`config.mk`:
```
export PLATFORM = sky130hd
export DESIGN_NAME = motion_top
export DESIGN_NICKNAME = d
export VERILOG_FILES = /design/src/common/motion_pkg.sv /design/src/spi/spi_word_port.sv /design/src/verilog/command_sequencer.sv /design/src/verilog/move_queue.sv /design/src/dda/tick_divider.sv /design/src/dda/dda_step_engine.sv /design/src/verilog/quad_decoder.sv /design/src/verilog/hbridge_phaser.sv /design/src/verilog/motion_top.sv
export SDC_FILE = /design/constraint.sdc
export NUM_CORES = 2
export LEC_CHECK = 0
export ABC_AREA = 1
export BUFFER_PORTS_ARGS = -buffer_cell sky130_fd_sc_hd__buf_2
export CAP_MARGIN = 20
export CORE_MARGIN = 5
export CORE_UTILIZATION = 65
export DETAILED_ROUTE_END_ITERATION = 10
export PLACE_DENSITY = 0.81
export SETUP_SLACK_MARGIN = 0.1
export SLEW_MARGIN = 5
export SYNTH_ARGS = -nofsm -noshare
export SYNTH_HDL_FRONTEND = slang
export SYNTH_HIERARCHICAL = 1
export SYNTH_SLANG_ARGS = --single-unit
```
`constraint.sdc`:
```
create_clock -name CLK -period 18 [get_ports CLK]
set_input_delay 0.9 -clock CLK [delete_from_list [all_inputs] [get_ports CLK]]
set_output_delay 0.9 -clock CLK [all_outputs]
set_load 0.02 [all_outputs]
```
`src/common/motion_pkg.sv`:
```
package motion_pkg;

  // Host command codes, carried in the top byte of a header word
  typedef enum logic [7:0] {
    CMD_MOVE      = 8'h01,
    CMD_ENABLE    = 8'h02,
    CMD_DIVISOR   = 8'h03,
    CMD_STEP_MODE = 8'h04,
    CMD_VERSION   = 8'hFE
  } cmd_e;

  localparam logic [7:0] VERSION_MAJOR = 8'd1;
  localparam logic [7:0] VERSION_MINOR = 8'd2;
  localparam logic [7:0] VERSION_PATCH = 8'd3;

  // Reply to CMD_VERSION, major in the top byte of the low 24 bits
  localparam logic [63:0] VERSION_WORD = {40'd0, VERSION_MAJOR, VERSION_MINOR, VERSION_PATCH};

  // Accumulator value worth one full step
  localparam logic signed [63:0] STEP_THRESHOLD = 64'sh0000_0001_0000_0000;

  localparam logic [7:0] DEFAULT_DIVISOR = 8'd40;

  typedef struct packed {
    cmd_e        cmd;
    logic [55:0] payload;  // Bit 0 dir/enable/mode, bits 7:0 divisor
  } header_t;

  // One received SPI word, either a header or a raw data word
  typedef union packed {
    header_t     hdr;
    logic [63:0] raw;
  } spi_word_u;

  typedef struct packed {
    logic               dir;
    logic [31:0]        duration;   // Ticks
    logic signed [63:0] increment;
    logic signed [63:0] accel;      // Added to increment every tick
  } move_t;

  typedef struct packed {
    logic       enable;
    logic [7:0] divisor;
    logic       half_step;
  } motion_cfg_t;

endpackage

```
`src/spi/spi_word_port.sv`:
```
`timescale 1ns/1ps

module spi_word_port import motion_pkg::*; (
  input  logic        CLK,
  input  logic        rst_n,
  input  logic        sck,
  input  logic        cs,
  input  logic        copi,
  output logic        cipo,
  input  logic [63:0] reply,
  output spi_word_u   word,
  output logic        word_valid
);

  logic [2:0]  sck_sync;
  logic [2:0]  cs_sync;
  logic [1:0]  copi_sync;
  logic [6:0]  bit_cnt;
  logic [63:0] tx_shift;

  // Edge detection on the synchronized copies
  wire sck_rise  = sck_sync[1] & ~sck_sync[2];
  wire sck_fall  = ~sck_sync[1] & sck_sync[2];
  wire cs_fall   = ~cs_sync[1] & cs_sync[2];
  wire cs_rise   = cs_sync[1] & ~cs_sync[2];
  wire cs_active = ~cs_sync[1];

  assign cipo = tx_shift[63];  // MSB first

  always_ff @(posedge CLK or negedge rst_n) begin
    if (!rst_n) begin
      sck_sync   <= 3'b000;
      cs_sync    <= 3'b111;  // CS idles high
      copi_sync  <= 2'b00;
      bit_cnt    <= '0;
      tx_shift   <= '0;
      word_valid <= 1'b0;
    end else begin
      sck_sync   <= {sck_sync[1:0], sck};
      cs_sync    <= {cs_sync[1:0], cs};
      copi_sync  <= {copi_sync[0], copi};
      word_valid <= cs_rise && (bit_cnt == 7'd64);

      if (cs_fall) begin
        bit_cnt  <= '0;
        tx_shift <= reply;  // Reply latched at the end of the previous frame
      end else if (cs_active) begin
        if (sck_rise && bit_cnt != 7'h7f) begin
          bit_cnt <= bit_cnt + 7'd1;  // Saturates so long frames are rejected
        end
        if (sck_fall) begin
          tx_shift <= {tx_shift[62:0], 1'b0};
        end
      end
    end
  end

  // Receive shifter, read only on word_valid
  always_ff @(posedge CLK) begin
    if (cs_active && sck_rise) begin
      word.raw <= {word.raw[62:0], copi_sync[1]};
    end
  end

endmodule

```
`src/verilog/command_sequencer.sv`:
```
`timescale 1ns/1ps

module command_sequencer import motion_pkg::*; (
  input  logic               CLK,
  input  logic               rst_n,
  input  spi_word_u          word,
  input  logic               word_valid,
  output logic [63:0]        reply,
  input  logic signed [63:0] enc_count,
  output motion_cfg_t        cfg,
  output move_t              push_move,
  output logic               push,
  input  logic               full
);

  typedef enum logic [1:0] {
    IDLE,
    MOVE_DUR,
    MOVE_INC,
    MOVE_ACC
  } state_e;

  state_e             state;
  logic signed [63:0] enc_snap;  // Encoder count at the move header

  wire is_move_hdr = (state == IDLE) && (word.hdr.cmd == CMD_MOVE);

  always_ff @(posedge CLK or negedge rst_n) begin
    if (!rst_n) begin
      state         <= IDLE;
      cfg.enable    <= 1'b0;
      cfg.divisor   <= DEFAULT_DIVISOR;
      cfg.half_step <= 1'b0;
      reply         <= '0;
      push          <= 1'b0;
    end else begin
      push <= 1'b0;
      if (word_valid) begin
        reply <= '0;
        case (state)
          IDLE: begin
            case (word.hdr.cmd)
              CMD_MOVE:      state <= MOVE_DUR;
              CMD_ENABLE:    cfg.enable <= word.hdr.payload[0];
              CMD_DIVISOR:   cfg.divisor <= word.hdr.payload[7:0];
              CMD_STEP_MODE: cfg.half_step <= word.hdr.payload[0];
              CMD_VERSION:   reply <= VERSION_WORD;
              default:       ;  // Unknown codes are ignored
            endcase
          end
          MOVE_DUR: state <= MOVE_INC;
          MOVE_INC: begin
            reply <= enc_snap;  // Host reads it back during the accel frame
            state <= MOVE_ACC;
          end
          MOVE_ACC: begin
            push  <= ~full;  // Dropped when the queue has no room
            state <= IDLE;
          end
          default: state <= IDLE;
        endcase
      end
    end
  end

  // Move record assembly
  always_ff @(posedge CLK) begin
    if (word_valid) begin
      if (is_move_hdr) begin
        push_move.dir <= word.hdr.payload[0];
        enc_snap      <= enc_count;
      end
      if (state == MOVE_DUR) push_move.duration <= word.raw[31:0];
      if (state == MOVE_INC) push_move.increment <= signed'(word.raw);
      if (state == MOVE_ACC) push_move.accel <= signed'(word.raw);
    end
  end

endmodule

```
`src/verilog/move_queue.sv`:
```
`timescale 1ns/1ps

module move_queue import motion_pkg::*; #(
  parameter int QUEUE_DEPTH = 4  // Power of two, at least 2
) (
  input  logic  CLK,
  input  logic  rst_n,
  input  logic  push,
  input  move_t push_move,
  input  logic  pop,
  output move_t head,
  output logic  full,
  output logic  empty
);

  localparam int PTR_W = $clog2(QUEUE_DEPTH);

  move_t             mem [QUEUE_DEPTH];
  logic [PTR_W-1:0]  wr_ptr;
  logic [PTR_W-1:0]  rd_ptr;
  logic [PTR_W:0]    count;

  wire do_push = push & ~full;
  wire do_pop  = pop & ~empty;

  assign full  = (count == (PTR_W + 1)'(QUEUE_DEPTH));
  assign empty = (count == '0);
  assign head  = mem[rd_ptr];

  always_ff @(posedge CLK or negedge rst_n) begin
    if (!rst_n) begin
      wr_ptr <= '0;
      rd_ptr <= '0;
      count  <= '0;
    end else begin
      if (do_push) wr_ptr <= wr_ptr + 1'b1;  // Pointers wrap on their own
      if (do_pop)  rd_ptr <= rd_ptr + 1'b1;
      if (do_push && !do_pop)      count <= count + 1'b1;
      else if (do_pop && !do_push) count <= count - 1'b1;
    end
  end

  always_ff @(posedge CLK) begin
    if (do_push) mem[wr_ptr] <= push_move;
  end

endmodule

```
`src/dda/tick_divider.sv`:
```
`timescale 1ns/1ps

module tick_divider (
  input  logic       CLK,
  input  logic       rst_n,
  input  logic [7:0] divisor,
  output logic       tick
);

  logic [7:0] cnt;

  // Free running, one tick every divisor+1 clocks
  always_ff @(posedge CLK or negedge rst_n) begin
    if (!rst_n) begin
      cnt  <= '0;
      tick <= 1'b0;
    end else if (cnt == 8'd0) begin
      cnt  <= divisor;
      tick <= 1'b1;
    end else begin
      cnt  <= cnt - 8'd1;
      tick <= 1'b0;
    end
  end

endmodule

```
`src/dda/dda_step_engine.sv`:
```
`timescale 1ns/1ps

module dda_step_engine import motion_pkg::*; (
  input  logic  CLK,
  input  logic  rst_n,
  input  logic  tick,
  input  move_t head,
  input  logic  empty,
  output logic  pop,
  output logic  step,
  output logic  dir,
  output logic  busy
);

  logic [31:0]        remaining;  // Ticks left in the running move
  logic signed [63:0] incr;
  logic signed [63:0] accel;
  logic signed [63:0] accum;

  wire signed [63:0] accum_sum = accum + incr;

  assign pop = ~busy & ~empty;  // Load the head record in the same cycle

  always_ff @(posedge CLK or negedge rst_n) begin
    if (!rst_n) begin
      busy      <= 1'b0;
      remaining <= '0;
      accum     <= '0;
      step      <= 1'b0;
      dir       <= 1'b0;
    end else begin
      step <= 1'b0;
      if (pop) begin
        busy      <= (head.duration != 32'd0);
        remaining <= head.duration;
        dir       <= head.dir;
      end else if (busy && tick) begin
        if (accum_sum >= STEP_THRESHOLD) begin
          accum <= accum_sum - STEP_THRESHOLD;
          step  <= 1'b1;  // At most one step per tick
        end else begin
          accum <= accum_sum;
        end
        remaining <= remaining - 32'd1;
        if (remaining == 32'd1) busy <= 1'b0;  // Last tick of the move
      end
    end
  end

  // Velocity registers, loaded from every popped record
  always_ff @(posedge CLK) begin
    if (pop) begin
      incr  <= head.increment;
      accel <= head.accel;
    end else if (busy && tick) begin
      incr <= incr + accel;
    end
  end

endmodule

```
`src/verilog/quad_decoder.sv`:
```
`timescale 1ns/1ps

module quad_decoder (
  input  logic               CLK,
  input  logic               rst_n,
  input  logic               a,
  input  logic               b,
  output logic signed [63:0] count
);

  logic [1:0] ab_meta;
  logic [1:0] ab_sync;
  logic [1:0] ab_prev;

  always_ff @(posedge CLK or negedge rst_n) begin
    if (!rst_n) begin
      ab_meta <= 2'b00;
      ab_sync <= 2'b00;
      ab_prev <= 2'b00;
      count   <= '0;
    end else begin
      ab_meta <= {a, b};
      ab_sync <= ab_meta;
      ab_prev <= ab_sync;
      // Transition table on {previous AB, current AB}
      case ({ab_prev, ab_sync})
        4'b0010, 4'b1011, 4'b1101, 4'b0100: count <= count + 64'sd1;  // A leads
        4'b0001, 4'b0111, 4'b1110, 4'b1000: count <= count - 64'sd1;  // B leads
        default: ;  // No change or a skipped state
      endcase
    end
  end

endmodule

```
`src/verilog/hbridge_phaser.sv`:
```
`timescale 1ns/1ps

module hbridge_phaser (
  input  logic CLK,
  input  logic rst_n,
  input  logic step,
  input  logic dir,
  input  logic enable,
  input  logic half_step,
  output logic phase_a1,
  output logic phase_a2,
  output logic phase_b1,
  output logic phase_b2
);

  logic [2:0] pos;  // Index into the eight entry half step table
  logic [3:0] coils;

  always_ff @(posedge CLK or negedge rst_n) begin
    if (!rst_n) begin
      pos <= '0;
    end else if (step) begin
      if (half_step) pos <= dir ? pos + 3'd1 : pos - 3'd1;
      else           pos <= {dir ? pos[2:1] + 2'd1 : pos[2:1] - 2'd1, 1'b0};  // Stay even
    end
  end

  // Coil order a1 a2 b1 b2
  always_comb begin
    case (pos)
      3'd0: coils = 4'b1000;
      3'd1: coils = 4'b1010;
      3'd2: coils = 4'b0010;
      3'd3: coils = 4'b0110;
      3'd4: coils = 4'b0100;
      3'd5: coils = 4'b0101;
      3'd6: coils = 4'b0001;
      default: coils = 4'b1001;
    endcase
  end

  assign {phase_a1, phase_a2, phase_b1, phase_b2} = enable ? coils : 4'b0000;

endmodule

```
`src/verilog/motion_top.sv`:
```
`timescale 1ns/1ps

module motion_top import motion_pkg::*; #(
  parameter int QUEUE_DEPTH = 4
) (
  input  logic CLK,
  input  logic rst_n,
  input  logic sck,
  input  logic cs,
  input  logic copi,
  input  logic enc_a,
  input  logic enc_b,
  output logic cipo,
  output logic phase_a1,
  output logic phase_a2,
  output logic phase_b1,
  output logic phase_b2,
  output logic buffer_ready
);

  spi_word_u          word;
  logic               word_valid;
  logic [63:0]        reply;
  logic signed [63:0] enc_count;
  motion_cfg_t        cfg;
  move_t              push_move;
  move_t              head;
  logic               push, pop, full, empty;
  logic               tick, step, dir;

  assign buffer_ready = ~full;

  spi_word_port u_spi (
    .CLK(CLK), .rst_n(rst_n), .sck(sck), .cs(cs), .copi(copi), .cipo(cipo),
    .reply(reply), .word(word), .word_valid(word_valid)
  );

  command_sequencer u_seq (
    .CLK(CLK), .rst_n(rst_n), .word(word), .word_valid(word_valid), .reply(reply),
    .enc_count(enc_count), .cfg(cfg), .push_move(push_move), .push(push), .full(full)
  );

  move_queue #(.QUEUE_DEPTH(QUEUE_DEPTH)) u_queue (
    .CLK(CLK), .rst_n(rst_n), .push(push), .push_move(push_move), .pop(pop),
    .head(head), .full(full), .empty(empty)
  );

  tick_divider u_div (.CLK(CLK), .rst_n(rst_n), .divisor(cfg.divisor), .tick(tick));

  dda_step_engine u_dda (
    .CLK(CLK), .rst_n(rst_n), .tick(tick), .head(head), .empty(empty), .pop(pop),
    .step(step), .dir(dir), .busy()
  );

  quad_decoder u_enc (.CLK(CLK), .rst_n(rst_n), .a(enc_a), .b(enc_b), .count(enc_count));

  hbridge_phaser u_phase (
    .CLK(CLK), .rst_n(rst_n), .step(step), .dir(dir), .enable(cfg.enable),
    .half_step(cfg.half_step), .phase_a1(phase_a1), .phase_a2(phase_a2),
    .phase_b1(phase_b1), .phase_b2(phase_b2)
  );

endmodule

```
# == Yosys cells after proc, flatten, opt, wreduce, memory -nomap -nowiden ==
# Memories as Yosys holds them, arrays and structs flattened.
# Cells that the tools add are included.
# word_totals
reg_bits,762
latchBits,0
ramBits,644
rom_bits,0
inputBits,7
out_inout_bits,6
word_cells,165
mem_count,1
# mem_list
memory,depth,width,rd,rd_clocked_by_memory_dff,write_ports,line_no,source
u_queue.mem,4,161,1,0,1,move_queue.sv:18,move_t mem [QUEUE_DEPTH];
# classes
n_addsub,16
mul,0
div_mod_pow,0
n_lt_le_gt_ge,1
n_eq_ne,28
shift,0
n_mux,35
n_bitwise,15
n_reduce_logical,34
# ops
operator,n
2-to-1 mux 64 bit,6
one-hot mux 64 bit (2 select lines),2
adder 64 bit,2
adder 64 x 2 -> 64 bit (second input constant),1
>= comparator 64 x 34 -> 1 bit (second input constant),1
2-to-1 mux 32 bit,2
subtractor 64 x 2 -> 64 bit (second input constant),1
subtractor 64 x 34 -> 64 bit (second input constant),1
equality test 32 x 1 -> 1 bit (second input constant),1
nonzero test 32 bit,1
subtractor 32 x 1 -> 32 bit (second input constant),1
one-hot mux 4 bit (7 select lines),1
2-to-1 mux 7 bit,3
AND reduction 2 bit,9
2-to-1 mux 17 bit,1
equality test 4 bit (second input constant),4
equality test 8 x 2 -> 1 bit (second input constant),2
equality test 3 bit (second input constant),4
2-to-1 mux 3 bit,4
nonzero test 2 bit,6
2-to-1 mux 1 bit,11
AND reduction 3 bit,3
equality test 4 x 3 -> 1 bit (second input constant),2
equality test 8 x 1 -> 1 bit (second input constant),1
29 further kinds,59

# == Depth between registers and ports, before layout ==
# depth
ltp_word,7
depth_mapped,32
mapped_depth_nobuf,31

# == Modules after synthesis ==
# The synthesis kept the hierarchy.
# modules_own_cells
module,instances,cells_per_inst,area_each_um2,seq_area_each_um2
move_queue,1,1939,26261.4,19513.7
dda_step_engine,1,3494,21650.8,6321.1
command_sequencer,1,597,10008.3,8685.8
quad_decoder,1,1519,8324.2,1751.7
spi_word_port,1,486,5487.8,3927.5
tick_divider,1,70,580.6,225.2
hbridge_phaser,1,49,336.6,75.1
motion_top,1,1,3.8,0.0

# == Worst setup path after synthesis ==
# OpenSTA, ideal clock, no wires.
# synth_path
path_type,register to register
startpoint,register u_queue.count[0]
endpoint,memory u_queue/mem[0][0] (netlist bit) (enable)
setup_time_ns,0.685
arrival_ns,7.406
required_time_ns,17.315
setup_slack_ns,9.910
path_stages_with_launch,5
n_path_buf,0
period_less_slack_ns,8.090
cell_sequence,dfrtp_1 -> inv_1 -> nand3_1 -> nand2_1 -> nor2_1
# synth_via
elab_chain_len,5
# synth_rtl
item,line_no,source
start: declaration,move_queue.sv:21,logic [PTR_W:0] count;
start signal: assignment,move_queue.sv:38,if (do_push && !do_pop) count <= count + 1'b1;
start signal: assignment,move_queue.sv:39,else if (do_pop && !do_push) count <= count - 1'b1;
equality test 3 bit,move_queue.sv:26,assign full = (count == (PTR_W + 1)'(QUEUE_DEPTH));
NOT 1 bit,move_queue.sv:23,wire do_push = push & ~full;
AND 1 bit,move_queue.sv:23,
2-to-1 mux 1 bit,move_queue.sv:44,if (do_push) mem[wr_ptr] <= push_move;
2-to-1 mux 1 bit (not written as such),move_queue.sv:44,
end: declaration,move_queue.sv:18,
# Every way passes these cells.

# == Worst setup path after layout ==
# layout_path
startpoint,register u_dda.incr[0]
endpoint,register u_dda.accum[56]
# layout_via
elab_chain_len,3
word_cells_on_any_way,4
classes_between,add/sub: 2; order compare: 1; mux: 1
# layout_rtl
item,line_no,source
start: declaration,dda_step_engine.sv:16,logic signed [63:0] incr;
start signal: assignment,dda_step_engine.sv:53,incr <= head.increment;
start signal: assignment,dda_step_engine.sv:56,incr <= incr + accel;
adder 64 bit (*),dda_step_engine.sv:20,wire signed [63:0] accum_sum = accum + incr;
subtractor 64 x 34 -> 64 bit or >= comparator 64 x 34 -> 1 bit (tied branches),"dda_step_engine.sv:39, dda_step_engine.sv:38",
2-to-1 mux 64 bit (*),dda_step_engine.sv:38,if (accum_sum >= STEP_THRESHOLD) begin
end signal: assignment,dda_step_engine.sv:39,accum <= accum_sum - STEP_THRESHOLD;
end signal: assignment,dda_step_engine.sv:42,accum <= accum_sum;
end: declaration,dda_step_engine.sv:18,logic signed [63:0] accum;
# Mark *: on every way between the ends. The rest lies on a longest branch, timed or not.
# A chain may end at the register's enable or synchronous reset.

==> results_dict.tcl <==
set metrics [dict create \
    p_per_area_nw_per_um2 97.81 \
    cts_buffers 142 \
    cts.sinks 1406 \
    drive_above_1_share_pct 5.558 \
    crit_path_end_kind "register" \
    period_share_pct 31.31 \
    core.rowCount 122 \
    synthAdderAreaFrac_pct 3.778 \
    grt_pass1_vias 55730 \
    clock-root-buffer "clkbuf_16" \
    path_class "reg -> reg" \
    vias_per_cell 5.865 \
    critPathMaxFanout 5 \
    synthSimpleGateAreaFrac_pct 22.29 \
    multi_input_area_um2 25480 \
    grt_setup_unrepaired "no" \
    syn_avg_cell_area_um2 8.909 \
    synthCells 8155 \
    grt_pass1_wl_um 325400 \
    place_hpwl_um 149800 \
    num_vias 57290 \
    setup_violations 0 \
    cts.htree.levels 4 \
    final_antenna_net_count 0 \
    cellLeakagePower_nw 35.27 \
    max_slew_margin_pct 20.60 \
    worstSetupEndpoint "u_dda/accum[56]" \
    drt-initial-drc-count 6555 \
    antenna_found_initial 4 \
    hold_path.class "in -> reg" \
    cap_viol_max_count 0 \
    syn2layout_area_growth_pct 7.894 \
    synthFlopType "edfxtp_1" \
    reg2reg_to "u_dda/accum[56]" \
    worst_setup_path_start_kind "register" \
    critPathMostFrequentCell "nand2_1" \
    ys_async_sr_fraction_pct 24.54 \
    grt.overflow.total 0 \
    clkSlewWorstSetupHoldPaths_ps 60 \
    synth_edf_count 1061 \
    synth_compound_area_share_pct 7.765 \
    cts_resized 0 \
    tightest_slew_ps 1191 \
    clkLatencyLatePin_ps 800 \
    grt_max_degree 298 \
    yosys_warnings 6 \
    start_util_pct 65.56 \
    boundaryPins 13 \
    yosysSeqAreaShare_pct 55.74 \
    die_width_um 344.3 \
    critPathMaxStageDelay_ps 490 \
    port_buffers 12 \
    period_needed_ps 5636 \
    cp-startpoint "u_dda/incr[0]" \
    status "finished, final reports clean" \
    wl_per_cell_um 22.14 \
    regToRegSetupSlack_ps 12360 \
    clockBufferDepth 3 \
    setup_tns_ps 0 \
    final.fill_count 8004 \
    crit_path_top_delay_cell "ha_1" \
    seq_area_um2 40510 \
    drt_wl_total_um 216300 \
    syn-num-nets 8379 \
    worst_r2r_startpoint "u_dda/incr[0]" \
    worst-endpoint-required_ps 18640 \
    die_y_um 344.3 \
    fp.dieArea_um2 118600 \
    ys_ff_latch 1406 \
    final-hold-violation-count 0 \
    final_common_cell "nand2_1" \
    core_area_um2 110800 \
    vdd_drop_max_v 0.0001078 \
    place.gp.congestion 1.022 \
    clock.fmax_mhz 177.4 \
    synth-xor-area-share_pct 1.121 \
    post-route-util_pct 70.73 \
    skew_ps 82.24 \
    synth_mux_area_share_pct 0.03100 \
    nNetsFinal 8379 \
    syn_area_um2 72650 \
    drcViolationCount 0 \
    reg2reg_depth 29 \
    ys_types 59 \
    final_cell_mix "2818 x nand2_1, 1325 x inv_1, 1061 x edfxtp_1" \
    grtUsageTotal_pct 36.32 \
    arrival_ps 6270 \
    first_pass_iters 6 \
    final_max_slew_viol_count 0 \
    synth_top_family_by_area "simple AND/OR/NAND/NOR gates" \
    postCtsSetupBuffers 0 \
    cts_tree "yes" \
]
## Yosys cell counts (10+ instances only)
cell type	instances	area, µm²
nor4_1	23	143.9
nor2_1	513	1926
nand2_2	17	106.4
nor2_2	28	175.2
dfrtp_1	340	8508
ha_1	213	2665
xor2_1	39	341.6
buf_6	59	664.4
xnor2_1	54	473.0
or2_2	50	312.8
a21oi_1	191	955.9
a31oi_1	107	669.4
nand2_1	2819	10580
nor3_1	50	250.2
inv_1	1329	4989
nand4_1	64	400.4
o21ai_1	22	110.1
buf_2	40	200.2
clkbuf_1	53	198.9
o211ai_1	341	2560
a21o_1	11	82.58
o21a_1	13	97.59
edfxtp_1	1061	31860
clkbuf_8	24	330.3
inv_2	25	93.84
nand3b_1	14	105.1
nand3_2	10	100.1
o21ai_0	163	815.8
o21ai_2	12	105.1
nand3_1	359	1797
buf_4	25	187.7
o221ai_1	10	87.58
## stage by stage
stage / instances / setup slack [ps] / power, W / cell area [µm²] / hold WS, ps
final: 9768 / 12360 / 0.007667 / 78390 / 228.2
after global routing: 9764 / 12150 / 0.007951 / 78380 / 199.2
after CTS: 9762 / 12470 / 0.007667 / 78330 / 184.6
after detailed placement: 9496 / 12530 / 0.004631 / 73430 / 336.3
after global placement: 9496 / 12550 / 0.004604 / 73430 / 335.2
after floorplan: 8155 / 9910 / 0.004374 / 72650 / 331.2
## timing repair
item,CTS,global route
endpoints found under the setup margin,0,0
hold buffers,1,0
endpoints found under the hold margin,13,0
## logic make-up (layout without fill, tap and decap cells)
group / count (synthesis) / after routing
flip-flops: 1406 / 1406
AO/OA/AOI/OAI: 890 / 890
AND/OR/NAND/NOR: 3979 / 3979
adder cells (fa/ha/maj): 217 / 217
multiplexers: 2 / 2
XOR/XNOR: 93 / 93
buffers and inverters: 1568 / 1689
other: 0 / 4
## sequential cells by signal (all words and copies together), names as in the netlist, 8 cells and up
| name | count |
|---|---|
| u_dda/accel | 64 |
| u_seq/push_move | 161 |
| u_dda/accum | 64 |
| u_enc/count | 64 |
| u_seq/cfg | 10 |
| u_queue/mem | 644 |
| u_dda/remaining | 32 |
| u_spi/tx_shift | 64 |
| u_spi/word | 64 |
| u_seq/enc_snap | 64 |
| u_div/cnt | 8 |
| u_seq/reply | 64 |
| u_dda/incr | 64 |
## cell type report
| cell class | instances | share of cell area [%] |
|---|---|---|
| diodes | 4 | 0.01277 |
| clock buffers | 189 | 4.862 |
| clock inverters | 76 | 1.379 |
| inverters | 1360 | 6.547 |
| multi-input cells | 5181 | 32.50 |
| flip-flops and latches | 1406 | 51.67 |
| well taps | 1488 | 2.375 |
| repair buffers | 64 | 0.6480 |
## per-layer routing
metal	vias up	global-route usage [%]	part of all wire [%]
li1	26520	-	-
met1	27150	46.68	38
met2	3025	60.59	48
met3	599	5.745	8.3
met4	0	18.19	5.8
met5	-	0	0
## power by group
part           switching (W)  internal (W)  total, W
Clock                0.00133       0.00173   0.00306
Combinational       0.000601      0.000307  0.000908
Sequential          0.000112       0.00358   0.00370
Total                0.00205       0.00562   0.00767
## how the worst min path moves through the flow
stage / start / cells after the start / endpoint / slack, ps
global route: enc_b / 1 / u_enc/ab_meta[0] / 200
finish: enc_b / 1 / u_enc/ab_meta[0] / 230
CTS: enc_b / 1 / u_enc/ab_meta[0] / 180
detailed placement: u_enc/ab_meta[1] / 0 / u_enc/ab_sync[1] / 340
floorplan: u_enc/ab_meta[0] / 0 / u_enc/ab_sync[0] / 330
global placement: u_spi/sck_sync[0] / 0 / u_spi/sck_sync[1] / 340
## critical path, delay by kind of cell (launching register included)
kind | cells | cell delay, ps
and+or+nand+nor | 25 | 3370
adders and majority gates | 3 | 1240
DFF | 1 | 410
xor gates and xnor gates | 1 | 450
Power figures use the tool's default switching activity.
